--- src/include/sys_params.svh ---
`ifndef SYS_PARAMS_SVH
`define SYS_PARAMS_SVH

// bus widths
`define SYS_ADDR_W          32
`define SYS_DATA_W          32
`define SYS_SEL_W           4

// slave row
`define SYS_NUM_SLAVES      4
`define SYS_IDX_W           $clog2(`SYS_NUM_SLAVES)
// word registers per slave, addressed by adr[3:2]
`define SYS_REGS_PER_SLAVE  4

// ----------------------------------------------------------
// address map
// ----------------------------------------------------------
// region field picks the slave
`define SYS_REGION_MSB      27
`define SYS_REGION_LSB      24
// tag in adr[31:28] marks the register space
`define SYS_PERIPH_TAG      1

`endif

--- src/design/sys_pkg.sv ---
`include "sys_params.svh"

package sys_pkg;

    // ----------------------------------------------------------
    // encodings
    // ----------------------------------------------------------
    // bus direction, matches the classic we bit
    typedef enum logic {
        WB_READ  = 1'b0,
        WB_WRITE = 1'b1
    } wb_op_e;

    // decoder holds one request at a time
    typedef enum logic {
        DEC_IDLE = 1'b0,
        DEC_BUSY = 1'b1
    } dec_state_e;

    // ----------------------------------------------------------
    // bus bundles
    // ----------------------------------------------------------
    // master to slave, 69 bits
    typedef struct packed {
        logic [`SYS_ADDR_W-1:0] adr;
        logic [`SYS_SEL_W-1:0]  sel;
        wb_op_e                 op;
        logic [`SYS_DATA_W-1:0] wdat;
    } wb_req_t;

    // slave to master, 34 bits
    typedef struct packed {
        logic [`SYS_DATA_W-1:0] rdat;
        logic                   ack;
        logic                   err;
    } wb_rsp_t;

endpackage

--- src/design/wb_addr_decoder.sv ---
`timescale 1ns/1ps
`include "sys_params.svh"

module wb_addr_decoder (
    input  logic                        i_clk,
    input  logic                        i_arst_n,
    input  logic                        i_cyc,
    input  logic                        i_stb,
    input  sys_pkg::wb_req_t            i_req,
    input  logic                        i_done,
    output sys_pkg::wb_req_t            o_req,
    output logic [`SYS_NUM_SLAVES-1:0]  o_slv_stb,
    output logic [`SYS_IDX_W-1:0]       o_sel_idx,
    output logic                        o_unmapped,
    output logic                        o_unmapped_vld
);

    localparam int REGION_W = `SYS_REGION_MSB - `SYS_REGION_LSB + 1;
    localparam int TAG_W    = `SYS_ADDR_W - `SYS_REGION_MSB - 1;

    sys_pkg::dec_state_e          state;
    logic                         accept;
    logic [TAG_W-1:0]             tag;
    logic [REGION_W-1:0]          region;
    logic                         mapped;
    logic [`SYS_NUM_SLAVES-1:0]   stb_dec;
    logic [`SYS_IDX_W-1:0]        idx_dec;

    // ----------------------------------------------------------
    // address decode, straight off the master bus
    // ----------------------------------------------------------
    assign tag    = i_req.adr[`SYS_ADDR_W-1:`SYS_REGION_MSB+1];
    assign region = i_req.adr[`SYS_REGION_MSB:`SYS_REGION_LSB];
    // wrong tag or region past the last slave goes to err
    assign mapped = (tag == TAG_W'(`SYS_PERIPH_TAG)) && (region < `SYS_NUM_SLAVES);

    always_comb begin
        stb_dec = '0;
        idx_dec = '0;
        if (mapped) begin
            idx_dec          = region[`SYS_IDX_W-1:0];
            stb_dec[idx_dec] = 1'b1;
        end
    end

    // only one request in flight, held stb is ignored while busy
    assign accept = (state == sys_pkg::DEC_IDLE) && i_cyc && i_stb;

    // ----------------------------------------------------------
    // control FSM
    // ----------------------------------------------------------
    always_ff @(posedge i_clk or negedge i_arst_n) begin
        if (!i_arst_n) begin
            state          <= sys_pkg::DEC_IDLE;
            o_slv_stb      <= '0;
            o_sel_idx      <= '0;
            o_unmapped     <= 1'b0;
            o_unmapped_vld <= 1'b0;
        end else begin
            // strobes and valid are single cycle pulses
            o_slv_stb      <= '0;
            o_unmapped_vld <= 1'b0;
            case (state)
                sys_pkg::DEC_IDLE: begin
                    if (accept) begin
                        state          <= sys_pkg::DEC_BUSY;
                        o_slv_stb      <= stb_dec;
                        o_sel_idx      <= idx_dec;
                        // level flag, held for the whole transfer
                        o_unmapped     <= ~mapped;
                        o_unmapped_vld <= 1'b1;
                    end
                end
                sys_pkg::DEC_BUSY: begin
                    // free again once the mux has answered
                    if (i_done) begin
                        state <= sys_pkg::DEC_IDLE;
                    end
                end
                default: state <= sys_pkg::DEC_IDLE;
            endcase
        end
    end

    // request copy for the slaves
    always_ff @(posedge i_clk) begin
        if (accept) begin
            o_req <= i_req;
        end
    end

endmodule

--- src/design/wb_reg_slave.sv ---
`timescale 1ns/1ps
`include "sys_params.svh"

module wb_reg_slave (
    input  logic              i_clk,
    input  logic              i_arst_n,
    input  logic              i_stb,
    input  sys_pkg::wb_req_t  i_req,
    output sys_pkg::wb_rsp_t  o_rsp
);

    localparam int WIDX_W   = $clog2(`SYS_REGS_PER_SLAVE);
    localparam int NUM_BYTE = `SYS_SEL_W;

    logic [`SYS_DATA_W-1:0] regs [`SYS_REGS_PER_SLAVE];
    logic [WIDX_W-1:0]      widx;
    logic                   wr_en;
    logic                   rd_en;
    logic                   ack_q;
    logic [`SYS_DATA_W-1:0] rdat_q;

    // ----------------------------------------------------------
    // access decode
    // ----------------------------------------------------------
    // word index sits just above the byte offset
    assign widx  = i_req.adr[2 +: WIDX_W];
    assign wr_en = i_stb && (i_req.op == sys_pkg::WB_WRITE);
    assign rd_en = i_stb && (i_req.op == sys_pkg::WB_READ);

    // ----------------------------------------------------------
    // register bank
    // ----------------------------------------------------------
    always_ff @(posedge i_clk or negedge i_arst_n) begin
        if (!i_arst_n) begin
            for (int r = 0; r < `SYS_REGS_PER_SLAVE; r++) begin
                regs[r] <= '0;
            end
        end else if (wr_en) begin
            // byte lanes with sel low keep their old value
            for (int b = 0; b < NUM_BYTE; b++) begin
                if (i_req.sel[b]) begin
                    regs[widx][8*b +: 8] <= i_req.wdat[8*b +: 8];
                end
            end
        end
    end

    // ----------------------------------------------------------
    // response, one cycle after the strobe
    // ----------------------------------------------------------
    always_ff @(posedge i_clk or negedge i_arst_n) begin
        if (!i_arst_n) begin
            ack_q <= 1'b0;
        end else begin
            // reads and writes both ack
            ack_q <= i_stb;
        end
    end

    // full word on read, zero on write
    always_ff @(posedge i_clk) begin
        if (rd_en) begin
            rdat_q <= regs[widx];
        end else if (wr_en) begin
            rdat_q <= '0;
        end
    end

    assign o_rsp.rdat = rdat_q;
    assign o_rsp.ack  = ack_q;
    // plain registers never fail
    assign o_rsp.err  = 1'b0;

endmodule

--- src/design/wb_resp_mux.sv ---
`timescale 1ns/1ps
`include "sys_params.svh"

module wb_resp_mux (
    input  logic                   i_clk,
    input  logic                   i_arst_n,
    input  sys_pkg::wb_rsp_t       i_slv_rsp [`SYS_NUM_SLAVES],
    input  logic [`SYS_IDX_W-1:0]  i_sel_idx,
    input  logic                   i_unmapped,
    input  logic                   i_unmapped_vld,
    output sys_pkg::wb_rsp_t       o_rsp,
    output logic                   o_done
);

    sys_pkg::wb_rsp_t        sel_rsp;
    logic                    err_pend;
    logic                    ack_q;
    logic                    err_q;
    logic [`SYS_DATA_W-1:0]  rdat_q;

    // ----------------------------------------------------------
    // slave select
    // ----------------------------------------------------------
    // index is held by the decoder for the whole transfer
    assign sel_rsp = i_slv_rsp[i_sel_idx];

    // ----------------------------------------------------------
    // response register
    // ----------------------------------------------------------
    always_ff @(posedge i_clk or negedge i_arst_n) begin
        if (!i_arst_n) begin
            err_pend <= 1'b0;
            ack_q    <= 1'b0;
            err_q    <= 1'b0;
        end else begin
            // stand-in for the slave stage on unmapped requests
            err_pend <= i_unmapped_vld & i_unmapped;
            // no slave was strobed, so mask its ack
            ack_q    <= sel_rsp.ack & ~i_unmapped;
            err_q    <= err_pend | (sel_rsp.err & ~i_unmapped);
        end
    end

    // read data, zero with an err
    always_ff @(posedge i_clk) begin
        if (i_unmapped) begin
            rdat_q <= '0;
        end else begin
            rdat_q <= sel_rsp.rdat;
        end
    end

    assign o_rsp.rdat = rdat_q;
    assign o_rsp.ack  = ack_q;
    assign o_rsp.err  = err_q;

    // tells the decoder the transfer is over
    assign o_done = ack_q | err_q;

endmodule

--- src/design/wb_system_top.sv ---
`timescale 1ns/1ps
`include "sys_params.svh"

module wb_system_top (
    input  logic              i_clk,
    input  logic              i_arst_n,
    input  logic              i_cyc,
    input  logic              i_stb,
    input  sys_pkg::wb_req_t  i_req,
    output sys_pkg::wb_rsp_t  o_rsp
);

    sys_pkg::wb_req_t             slv_req;
    logic [`SYS_NUM_SLAVES-1:0]   slv_stb;
    sys_pkg::wb_rsp_t             slv_rsp [`SYS_NUM_SLAVES];
    logic [`SYS_IDX_W-1:0]        sel_idx;
    logic                         unmapped;
    logic                         unmapped_vld;
    logic                         done;

    // ----------------------------------------------------------
    // address decoder, the single master enters here
    // ----------------------------------------------------------
    wb_addr_decoder u_decoder (
        .i_clk          ( i_clk        ),
        .i_arst_n       ( i_arst_n     ),
        .i_cyc          ( i_cyc        ),
        .i_stb          ( i_stb        ),
        .i_req          ( i_req        ),
        .i_done         ( done         ),
        .o_req          ( slv_req      ),
        .o_slv_stb      ( slv_stb      ),
        .o_sel_idx      ( sel_idx      ),
        .o_unmapped     ( unmapped     ),
        .o_unmapped_vld ( unmapped_vld )
    );

    // ----------------------------------------------------------
    // register slaves, one per region
    // ----------------------------------------------------------
    for (genvar s = 0; s < `SYS_NUM_SLAVES; s++) begin : g_slave
        wb_reg_slave u_slave (
            .i_clk    ( i_clk      ),
            .i_arst_n ( i_arst_n   ),
            .i_stb    ( slv_stb[s] ),
            .i_req    ( slv_req    ),
            .o_rsp    ( slv_rsp[s] )
        );
    end

    // response back to the master
    wb_resp_mux u_resp_mux (
        .i_clk          ( i_clk        ),
        .i_arst_n       ( i_arst_n     ),
        .i_slv_rsp      ( slv_rsp      ),
        .i_sel_idx      ( sel_idx      ),
        .i_unmapped     ( unmapped     ),
        .i_unmapped_vld ( unmapped_vld ),
        .o_rsp          ( o_rsp        ),
        .o_done         ( done         )
    );

endmodule

--- config.mk ---
export PLATFORM = sky130hd
export DESIGN_NAME = wb_system_top
export DESIGN_NICKNAME = d
export VERILOG_FILES = /design/src/design/sys_pkg.sv /design/src/design/wb_addr_decoder.sv /design/src/design/wb_reg_slave.sv /design/src/design/wb_resp_mux.sv /design/src/design/wb_system_top.sv
export VERILOG_INCLUDE_DIRS = /design/src /design/src/include
export SDC_FILE = /design/constraint.sdc
export NUM_CORES = 1
export LEC_CHECK = 0
export BUFFER_PORTS_ARGS = -buffer_cell sky130_fd_sc_hd__buf_4
export CORE_AREA = 2 2 266 216
export DETAILED_ROUTE_END_ITERATION = 10
export DIE_AREA = 0 0 268 218
export PLACE_DENSITY = 0.77
export SLEW_MARGIN = 20
export SYNTH_ARGS = -nofsm -noshare
export SYNTH_HDL_FRONTEND = slang
export SYNTH_SLANG_ARGS = --single-unit
export TNS_END_PERCENT = 1
--- constraint.sdc ---
create_clock -name i_clk -period 2.5 [get_ports i_clk]
set_input_delay 0.25 -clock i_clk [delete_from_list [all_inputs] [get_ports i_clk]]
set_output_delay 0.25 -clock i_clk [all_outputs]
set_load 0.03 [all_outputs]
After elaboration in Yosys (flattened, before gate mapping)
Cells that the tools add are included.
{"block": "totals", "reg_bits": 729, "input_bits": 73, "output_inout_bits": 34, "word_cells": 158}
{"block": "op_classes", "magnitude_cmp": 6, "eq_ne": 1, "muxes": 85, "n_bitwise": 11, "reduce_logical": 18}
{"cell": "$mux W128", "n": 28}
{"cell": "$bwmux W128", "n": 16}
{"cell": "$mux W32", "n": 17}
{"cell": "$bmux W32 S2", "n": 4}
{"cell": "$demux W32 S2", "n": 4}
{"cell": "$bmux W34 S2", "n": 1}
{"cell": "$mux W34", "n": 2}
{"cell": "$mux W24", "n": 1}
{"cell": "$mux W16", "n": 1}
{"cell": "$logic_and A1 B1 Y1", "n": 13}
{"cell": "$mux W4", "n": 3}
{"cell": "$mux W8", "n": 1}
{"cell": "$reduce_bool A2 Y1", "n": 4}
{"cell": "$ge A3 B3 Y1 const B", "n": 2}
{"cell": "$not A2 Y3", "n": 2}
{"cell": "$eq A4 B1 Y1 const B", "n": 1}
{"cell": "$lt A4 B3 Y1 const B", "n": 1}
{"cell": "$mux W1", "n": 4}
{"cell": "$not A1 Y1", "n": 4}
{"cell": "$and A1 B1 Y1", "n": 3}
{"cell": "$lt A2 B3 Y1 const B", "n": 1}
{"cell": "$lt A3 B1 Y1 const B", "n": 1}
{"cell": "$demux W1 S2", "n": 1}
{"cell": "$ge A2 B1 Y1 const B", "n": 1}
{"cell": "4 further kinds", "n": 5}

Logic depth before layout (Yosys ltp)
Gate-level depths: netlist (run 1).
{"block": "depth", "depth_word": 16, "depth_mapped": 6, "mapped_depth_nobuf": 3}

Hierarchy
Synthesis (run 1) repeated with hierarchy kept, for this count alone.
{"block": "unflattened", "hier_cells": 1816, "area_unflattened_um2": 31540.2}
{"module": "wb_reg_slave at g_slave[1].u_slave ...", "n_inst": 3, "cells_each": 399, "area_per_inst_um2": 6812.8, "seq_area_each_um2": 4189.0}
{"module": "wb_reg_slave at g_slave[0].u_slave", "n_inst": 1, "cells_each": 399, "area_per_inst_um2": 6817.8, "seq_area_each_um2": 4189.0}
{"module": "wb_addr_decoder", "n_inst": 1, "cells_each": 99, "area_per_inst_um2": 2459.9, "seq_area_each_um2": 2297.2}
{"module": "wb_resp_mux", "n_inst": 1, "cells_each": 121, "area_per_inst_um2": 1824.2, "seq_area_each_um2": 715.7}

Worst setup path after synthesis (run 1)
OpenSTA, ideal clock, no wires.
{"block": "synth_path", "path_kind": "register to register", "startpoint": "reg u_decoder.state", "endpoint": "reg u_decoder.o_slv_stb[2]", "arrival_ns": 2.437, "slack_ns": -0.029, "stages_incl_launch_ff": 5, "path_buffers": 1, "synth_period_minus_slack_ns": 2.529, "cell_sequence": "dfrtp_1 -> and3b_1 -> clkbuf_1 -> nand4b_1 -> nor3b_1"}
{"block": "synth_between", "elab_chain_cells": 5}
{"item": "start: declaration", "line_no": "wb_addr_decoder.sv:21", "rtl": "sys_pkg::dec_state_e state;"}
{"item": "start signal: assignment", "line_no": "wb_addr_decoder.sv:54", "rtl": "state <= sys_pkg::DEC_IDLE;"}
{"item": "start signal: assignment", "line_no": "wb_addr_decoder.sv:66", "rtl": "state <= sys_pkg::DEC_BUSY;"}
{"item": "start signal: assignment", "line_no": "wb_addr_decoder.sv:77", "rtl": "state <= sys_pkg::DEC_IDLE;"}
{"item": "$not A1 Y1", "line_no": "wb_addr_decoder.sv:47", "rtl": "assign accept = (state == sys_pkg::DEC_IDLE) && i_cyc && i_stb;"}
{"item": "$logic_and A1 B1 Y1 (2 in series)", "line_no": "wb_addr_decoder.sv:47"}
{"item": "via u_decoder.accept", "line_no": "wb_addr_decoder.sv:22", "rtl": "logic accept;"}
{"item": "$mux W4", "line_no": "wb_addr_decoder.sv:65", "rtl": "if (accept) begin"}
{"item": "$mux W4", "line_no": "wb_addr_decoder.sv:63", "rtl": "case (state)"}
{"item": "end signal: assignment", "line_no": "wb_addr_decoder.sv:67", "rtl": "o_slv_stb <= stb_dec;"}
{"item": "end: declaration", "line_no": "wb_addr_decoder.sv:12", "rtl": "output logic [`SYS_NUM_SLAVES-1:0] o_slv_stb,"}
The timed path passes the listed nets, and every way through them passes these cells.
A chain may end at the register's enable or synchronous reset.

Final worst setup path (run 1)
{"block": "layout_path", "startpoint": "reg u_decoder.o_req[40] in the netlist's numbering", "endpoint": "reg g_slave[2].u_slave.regs[76] in the netlist's numbering"}
{"block": "layout_between", "elab_chain_cells": 13, "word_cells_on_any_way": 20, "classes_between": "2 x order compare; 16 x mux; 1 x bitwise; 1 x reduce/logical"}
{"item": "start: declaration", "line_no": "wb_addr_decoder.sv:11", "rtl": "output sys_pkg::wb_req_t o_req,"}
{"item": "start signal: assignment", "line_no": "wb_addr_decoder.sv:88", "rtl": "o_req <= i_req;"}
{"item": "$not A2 Y3 (implied by the code) (*)", "line_no": "wb_reg_slave.sv:42", "rtl": "regs[widx][8*b +: 8] <= i_req.wdat[8*b +: 8];"}
{"item": "$ge A3 B3 Y1 (implied by the code) (tied with other cells)", "line_no": "wb_reg_slave.sv:42"}
{"item": "$logic_and A1 B1 Y1 (implied by the code) / $bwmux W128 (equally long branches)", "line_no": "wb_reg_slave.sv:42"}
{"item": "$mux W16 (implied by the code) / $mux W128 (equally long branches)", "line_no": "wb_reg_slave.sv:42, wb_reg_slave.sv:41"}
{"item": "$demux W32 S2 / $mux W128 (equally long branches)", "line_no": "wb_reg_slave.sv:42, wb_reg_slave.sv:38"}
{"item": "$bwmux W128", "line_no": "wb_reg_slave.sv:42"}
{"item": "$mux W128", "line_no": "wb_reg_slave.sv:41", "rtl": "if (i_req.sel[b]) begin"}
{"item": "$mux W128", "line_no": "wb_reg_slave.sv:38", "rtl": "end else if (wr_en) begin"}
{"item": "$bwmux W128", "line_no": "wb_reg_slave.sv:42"}
{"item": "$mux W128", "line_no": "wb_reg_slave.sv:41"}
{"item": "$mux W128", "line_no": "wb_reg_slave.sv:38"}
{"item": "$bwmux W128", "line_no": "wb_reg_slave.sv:42"}
{"item": "$mux W128 (*)", "line_no": "wb_reg_slave.sv:41"}
{"item": "end signal: indexed assignment", "line_no": "wb_reg_slave.sv:42"}
{"item": "end: declaration", "line_no": "wb_reg_slave.sv:15", "rtl": "logic [`SYS_DATA_W-1:0] regs [`SYS_REGS_PER_SLAVE];"}
Every way passes the cells marked *; elsewhere a longest branch is shown, timed or not. The select of a mux whose other input is x is not followed.

==> flow_metrics.env, run 1 <==
export IMPL_htree_num_levels=3
export IMPL_synthesis_area_um2=30900
export IMPL_wl_per_cell_um=24.39
export IMPL_timing_setup_tns_ns=0
export IMPL_detailed_route_drc_error_count=0
export IMPL_cts_resized_gates=0
export IMPL_cells_after_synthesis=1769
export IMPL_leakage_nw=15.50
export IMPL_vdd_ir_drop_worst_v=0.0005725
export IMPL_timing_clock_skew_ns=0.02450
export IMPL_crit_fanout=13
export IMPL_layout_drive_gt1_share_pct=42.43
export IMPL_synth_main_ff_cell="dfrtp_1"
export IMPL_syn_to_final_growth_pct=14.95
export IMPL_wl_met3_um=3534
export IMPL_global_route_wire_length_before_repair_um=105600
export IMPL_wl_met1_um=29480
export IMPL_clock_latency_ns=0.61
export IMPL_vias=16110
export IMPL_dr_wl_met2_um=32620
export IMPL_core_area_um2=55920
export IMPL_power_per_cell_area_nw_per_um2=680.3
export IMPL_grt_overflow=0
export IMPL_async_set_or_reset_register_ratio_after_synthesis_pct=72.63
export IMPL_via_count_of_the_first_global_routing_pass=17530
export IMPL_dpl_hpwl_um=42100
export IMPL_synth_edff_count=167
export IMPL_fin_nets=2015
export IMPL_grtUsageTotal_pct=24.27
export IMPL_startpoint_type="flop"
export IMPL_detail_route_wirelength_um=67170
export IMPL_ys_types=33
export IMPL_critPathMaxStageDelay_ns=0.63
export IMPL_dpl_cell_area_um2=32740
export IMPL_yosys_warnings=0
export IMPL_max_clock_freq_mhz=432.1
export IMPL_status="complete, no violations"
export IMPL_slowest_stage="nor2_2"
export IMPL_finalSetupViolations=0
export IMPL_cts_tree="built"
export IMPL_grt_setup_unrepaired="no"
export IMPL_cp_data_required_time_ns=2.98
export IMPL_placed_cells=2580
export IMPL_synthesis_nets=1842
export IMPL_route_top_layer_used="met4"
export IMPL_multi_input_comb_area_um2=11530
export IMPL_drv_slew=0
export IMPL_post_layout_total_power_mw=24.17
export IMPL_antennaDiodeCount=0
export IMPL_die_area_um2=58420
export IMPL_num_io_pins=107
export IMPL_dp_worst_setup_slack_ns=0.1842
export IMPL_grt_max_degree=107
export IMPL_worst_slew_margin_rel_pct=51.52
export IMPL_layout_cell_area_non_filler_um2=35520
export IMPL_rows=78
export IMPL_post_synth_cell_area_avg_um2=17.47
export IMPL_cts_inserted_buffers=71
export IMPL_hold_class="in -> reg"
export IMPL_drt_pass1_iterations=5
export IMPL_crit_family="simple AND/OR/NAND/NOR gates"
export IMPL_fin_util_pct=63.53
export IMPL_hold_ws_ns=0.07246
export IMPL_class_of_the_most_critical_setup_path="reg -> reg"
export IMPL_drtIter0Drc=971
export IMPL_timing_critical_path_buf_inv=0
export IMPL_timing_final_ws_setup_ns=0.1857
export IMPL_cts_max_path_buffers=3
export IMPL_dieHeight_um=218
export IMPL_synth_yosys_seq_area_share_pct=61.05
export IMPL_gp_congestion=0.7896
export IMPL_clk_root_buffer_cell="clkbuf_16"
export IMPL_filler_cell_count=3929
export IMPL_clock_sinks=727
export IMPL_area_sequential_um2=18880
export IMPL_timing_worst_slew_pin_value_ns=0.7272
export IMPL_antenna_found_initial=0
export IMPL_start_util_pct=55.26
export IMPL_postSynthRegisterBits=727
export IMPL_cts_clk_slew_worst_paths_ns=0.06
export IMPL_layoutNonFillerInstCount=2754
export IMPL_timing_critical_path_arrival_ns=2.79
export IMPL_die_width_um=268
export IMPL_detail_route_antenna_nets=0
export IMPL_period_share_pct=92.57
export IMPL_finalWorstPathRequiredPeriod_ns=2.314
export IMPL_endpoint_kind="flop"
export IMPL_critical_path_cell_chain="nand2b_2 > nor2_2 > mux2_2"
export IMPL_timing_hold_violations_final=0
export IMPL_vias_per_cell=5.850
export IMPL_placement_io_buffers=84
export IMPL_timing_max_cap_violations=0
[Yosys cell counts (2+ instances only)]
cell	count	area [um^2]
and3b_1	2	17.52
nor3_1	2	10.01
nor3b_1	2	15.01
buf_6	3	33.78
nor2_2	20	125.1
nor2_8	13	260.3
nand3_4	12	210.2
mux2_2	345	3885
buf_4	18	135.1
dfrtp_1	528	13210
o22ai_1	2	12.51
nor2_4	31	349.1
mux4_2	161	3626
nor2b_1	161	1007
nand2b_1	6	37.54
edfxtp_1	167	5015
nand3_1	4	20.02
dfxtp_1	32	640.6
inv_1	2	7.510
clkbuf_1	58	217.7
nand2_1	3	11.26
mux2_1	167	1881
buf_2	20	100.1
[repair_timing]
action,in CTS,in global routing
setup buffers,0,0
hold endpoints to repair,104,0
hold buffers,49,0
[metal layers]
metal  GRT usage (%)  up-vias
met5               0        -
met4           6.034        0
met3           5.239      100
met2           39.24      385
met1           33.90     8720
li1                -     6907
[cell families (layout without fill, tap and decap cells)]
family	after synthesis	after routing	share of synthesized area, %
simple gates	263	263	6.822
mux	673	673	30.39
flops	727	727	61.05
buf+inv	102	327	1.648
compound gates	4	4	0.08908
[cell type report]
class | instances | share of cell area [%]
well taps | 760 | 2.677
inverters | 2 | 0.02113
clock inverters | 16 | 0.6128
flip-flops and latches | 727 | 53.14
repair buffers | 200 | 5.227
clock buffers | 109 | 5.857
multi-input cells | 940 | 32.47
[sequential cells by signal (all words and copies together), names as in the netlist]
name / flops
g_slave.u_slave.ack_q: 4
g_slave.u_slave.rdat_q: 128
g_slave.u_slave.regs: 512
u_decoder.o_req: 39
u_decoder.o_sel_idx: 2
u_decoder.o_slv_stb: 4
u_decoder.o_unmapped: 1
u_decoder.o_unmapped_vld: 1
u_decoder.state: 1
u_resp_mux.ack_q: 1
u_resp_mux.err_pend: 1
u_resp_mux.err_q: 1
u_resp_mux.rdat_q: 32
[path summary, 6_finish.rpt]
check | startpoint | endpoint | slack (ns) | depth (start not counted)
setup / recovery | u_decoder.o_req[40] | g_slave[2].u_slave.regs[76] | 0.19 | 3
hold / removal | i_req[64] | u_decoder.o_slv_stb[3] | 0.07 | 4
setup reg to reg | u_decoder.o_req[40] | g_slave[2].u_slave.regs[76] | 0.19 | 3
hold reg to reg | u_resp_mux.err_pend | u_resp_mux.err_q | 0.36 | 0
max in group asynchronous | i_arst_n | g_slave[1].u_slave.regs[114] | 1.33 | 4
min in group asynchronous | i_arst_n | g_slave[0].u_slave.regs[115] | 0.23 | 2
[tightest hold or removal path, stage by stage]
cell	delay, ns
buf_4	0.08
nor4_1	0.05
nand4b_1	0.19
nor3_1	0.08
[cells in the final DEF (no fill, tap or decap), types with 3 or more instances in the layout]
| master | synthesis | final |
|---|---|---|
| mux2_2 | 345 | 345 |
| mux4_2 | 161 | 161 |
| nor2_8 | 13 | 13 |
| clkbuf_16 | 0 | 72 |
| bufinv_16 | 0 | 5 |
| nand3_1 | 4 | 4 |
| clkbuf_1 | 58 | 23 |
| buf_12 | 0 | 18 |
| nand2_1 | 3 | 3 |
| buf_4 | 18 | 132 |
| nand3_4 | 12 | 12 |
| nor2b_1 | 161 | 161 |
| edfxtp_1 | 167 | 167 |
| nor2_4 | 31 | 31 |
| dfrtp_2 | 0 | 7 |
| clkbuf_8 | 0 | 14 |
| nor2_2 | 20 | 20 |
| mux2_1 | 167 | 167 |
| dfxtp_1 | 32 | 32 |
| clkinv_2 | 0 | 5 |
| nand2b_1 | 6 | 4 |
| dlygate4sd3_1 | 0 | 49 |
| dfrtp_1 | 528 | 521 |
| clkinvlp_4 | 0 | 4 |
[report_power, final]
part | internal, mW | switching [mW] | leakage [nW]
registers | 12.2 | 0.282 | 8.86
clock network | 6.25 | 4.39 | 1.11
logic | 0.414 | 0.619 | 5.53
total | 18.9 | 5.29 | 15.5
Power figures use the tool's default switching activity.
==> run 2, diff against run 1 <==
RECOVER_POWER = 100   (was default)
==> run 2 against run 1 <==
Net effect: the flow now finishes with violations (max-capacitance violations, max-slew violations); combinational power shrank 9%; clock power hardly changed; core utilization shrank 1.3 points; global-route usage stayed put; flip-flop and latch count stayed put; design area decreased by 2.0%; routed wire length increased by 0.21%; power fell by 0.36%.
==> flow_metrics.env, run 2 (synthesis gave the netlist of run 1 again) <==
export IMPL_start_util_pct=55.26
export IMPL_via_count_of_the_first_global_routing_pass=17530
export IMPL_detailed_route_drc_error_count=0
export IMPL_max_flop_register="g_slave.u_slave.regs"
export IMPL_period_share_pct=95.46
export IMPL_layout_drive_gt1_share_pct=38.97
export IMPL_timing_hold_violations_final=0
export IMPL_timing_max_cap_violations=1
export IMPL_max_clock_freq_mhz=419.0
export IMPL_vdd_ir_drop_worst_v=0.0005702
export IMPL_finalWorstPathRequiredPeriod_ns=2.387
export IMPL_registers_with_the_highest_flip_flop_counts="g_slave.u_slave.regs (512), g_slave.u_slave.rdat_q (128), u_decoder.o_req (39)"
export IMPL_flip_flop_count_of_the_largest_register_all_copies_and_words_added=512
export IMPL_detail_route_antenna_nets=0
export IMPL_cts_max_path_buffers=3
export IMPL_detail_route_wirelength_um=67310
export IMPL_antennaDiodeCount=0
export IMPL_drt_pass1_iterations=5
export IMPL_class_of_the_most_critical_setup_path="reg -> reg"
export IMPL_clock_sinks=727
export IMPL_drv_slew=59
export IMPL_cp_data_required_time_ns=2.98
export IMPL_htree_num_levels=3
export IMPL_placement_io_buffers=84
export IMPL_vias_per_cell=5.854
export IMPL_vias=16120
export IMPL_timing_worst_slew_pin_value_ns=1.596
export IMPL_grt_setup_unrepaired="no"
export IMPL_cts_inserted_buffers=71
export IMPL_finalSetupViolations=0
export IMPL_power_per_cell_area_nw_per_um2=691.9
export IMPL_slowest_stage="nor2_1"
export IMPL_critPathMaxStageDelay_ns=0.78
export IMPL_clk_root_buffer_cell="clkbuf_16"
export IMPL_core_area_um2=55920
export IMPL_dpl_hpwl_um=42100
export IMPL_timing_clock_skew_ns=0.02392
export IMPL_leakage_nw=14.89
export IMPL_gp_congestion=0.7896
export IMPL_cts_resized_gates=0
export IMPL_post_layout_total_power_mw=24.08
export IMPL_crit_family="simple AND/OR/NAND/NOR gates"
export IMPL_fin_nets=2015
export IMPL_grt_overflow=0
export IMPL_global_route_wire_length_before_repair_um=105600
export IMPL_dieHeight_um=218
export IMPL_die_width_um=268
export IMPL_die_area_um2=58420
export IMPL_syn_to_final_growth_pct=12.62
export IMPL_status="finished with violations"
export IMPL_crit_fanout=13
export IMPL_timing_setup_tns_ns=0
export IMPL_endpoint_kind="flop"
export IMPL_hold_class="in -> reg"
export IMPL_most_common_library_cell_in_the_layout_ignoring_fill_and_taps="dfrtp_1"
export IMPL_timing_critical_path_buf_inv=0
export IMPL_drtIter0Drc=1055
export IMPL_startpoint_type="flop"
export IMPL_grt_max_degree=107
export IMPL_critical_path_cell_chain="nand2b_2 > nor2_1 > mux2_2"
export IMPL_wl_per_cell_um=24.44
export IMPL_cts_tree="built"
export IMPL_timing_critical_path_arrival_ns=2.87
export IMPL_worst_slew_margin_rel_pct=-6.405
export IMPL_final_cell_mix="dfrtp_1 (524), mux2_2 (345), mux2_1 (167), edfxtp_1 (167)"
export IMPL_rows=78
export IMPL_dpl_cell_area_um2=32740
export IMPL_clock_latency_ns=0.61
export IMPL_layout_cell_area_non_filler_um2=34810
export IMPL_num_io_pins=107
export IMPL_cts_clk_slew_worst_paths_ns=0.06
export IMPL_violations="max-capacitance violations, max-slew violations"
export IMPL_grtUsageTotal_pct=24.27
export IMPL_antenna_found_initial=0
## run 2: cell count changes in the layout (fill, tap and decap cells not counted), moves of 12 or more
cell	previous run	this run
clkbuf_1	23	83
clkbuf_4	0	40
nor2_2	20	51
nor2_8	13	0
nor2_4	31	8
buf_12	18	6
buf_4	132	28
## run 2: cell type report
class	instances	area (um^2)
Clock inverter	16	217.7
Sequential cell	727	18870
Fill cell	4073	21120
Tap cell	760	950.9
Inverter	2	7.507
Timing Repair Buffer	200	1465
Multi-Input combinational cell	940	11210
Clock buffer	109	2081
## run 2: through the flow
stage	instances	util [%]	worst slack, ns	hold slack [ns]
floorplan	1769	-	0.5846	-0.04559
global placement	2580	58.54	0.2222	0.2246
detailed placement	2580	58.54	0.1842	0.2163
CTS	2754	63.53	0.1645	0.05093
global route	2754	62.24	0.04792	0.08442
finish	2754	62.24	0.1134	0.07123
## run 2: final timing paths
check | startpoint | endpoint | slack [ns] | cells past startpoint
max | u_decoder.o_req[40] | g_slave[1].u_slave.regs[64] | 0.11 | 3
min | i_req[64] | u_decoder.o_slv_stb[3] | 0.07 | 4
max reg2reg | u_decoder.o_req[40] | g_slave[1].u_slave.regs[64] | 0.11 | 3
min reg2reg | u_resp_mux.err_pend | u_resp_mux.err_q | 0.37 | 0
max in group asynchronous | i_arst_n | g_slave[1].u_slave.regs[114] | 0.40 | 4
min in group asynchronous | i_arst_n | g_slave[0].u_slave.regs[115] | 0.67 | 2
## run 2: worst register-to-register path: cells and delay by family, from the launching register on
family	cells	cell delay, ns
flops	1	0.54
mux	1	0.42
simple gates	2	1.31
## run 2: where the power goes
group | leakage [nW] | internal [mW] | switching (mW) | total [mW]
logic | 4.91 | 0.357 | 0.583 | 0.940
registers | 8.87 | 12.2 | 0.279 | 12.5
clock network | 1.11 | 6.25 | 4.40 | 10.6
total | 14.9 | 18.8 | 5.26 | 24.1
## run 2: routing by layer
| layer | global-route usage, % | part of all wire [%] |
|---|---|---|
| met3 | 5.239 | 5.2 |
| met4 | 6.034 | 2.3 |
| met5 | 0 | 0 |
| met2 | 39.24 | 48 |
| met1 | 33.90 | 44 |
## run 2: repair_timing
| item | in CTS | in global routing |
|---|---|---|
| endpoints found under the hold margin | 104 | 0 |
| setup endpoints to repair | 0 | 0 |
| hold buffers | 49 | 0 |
| setup buffers | 0 | 0 |
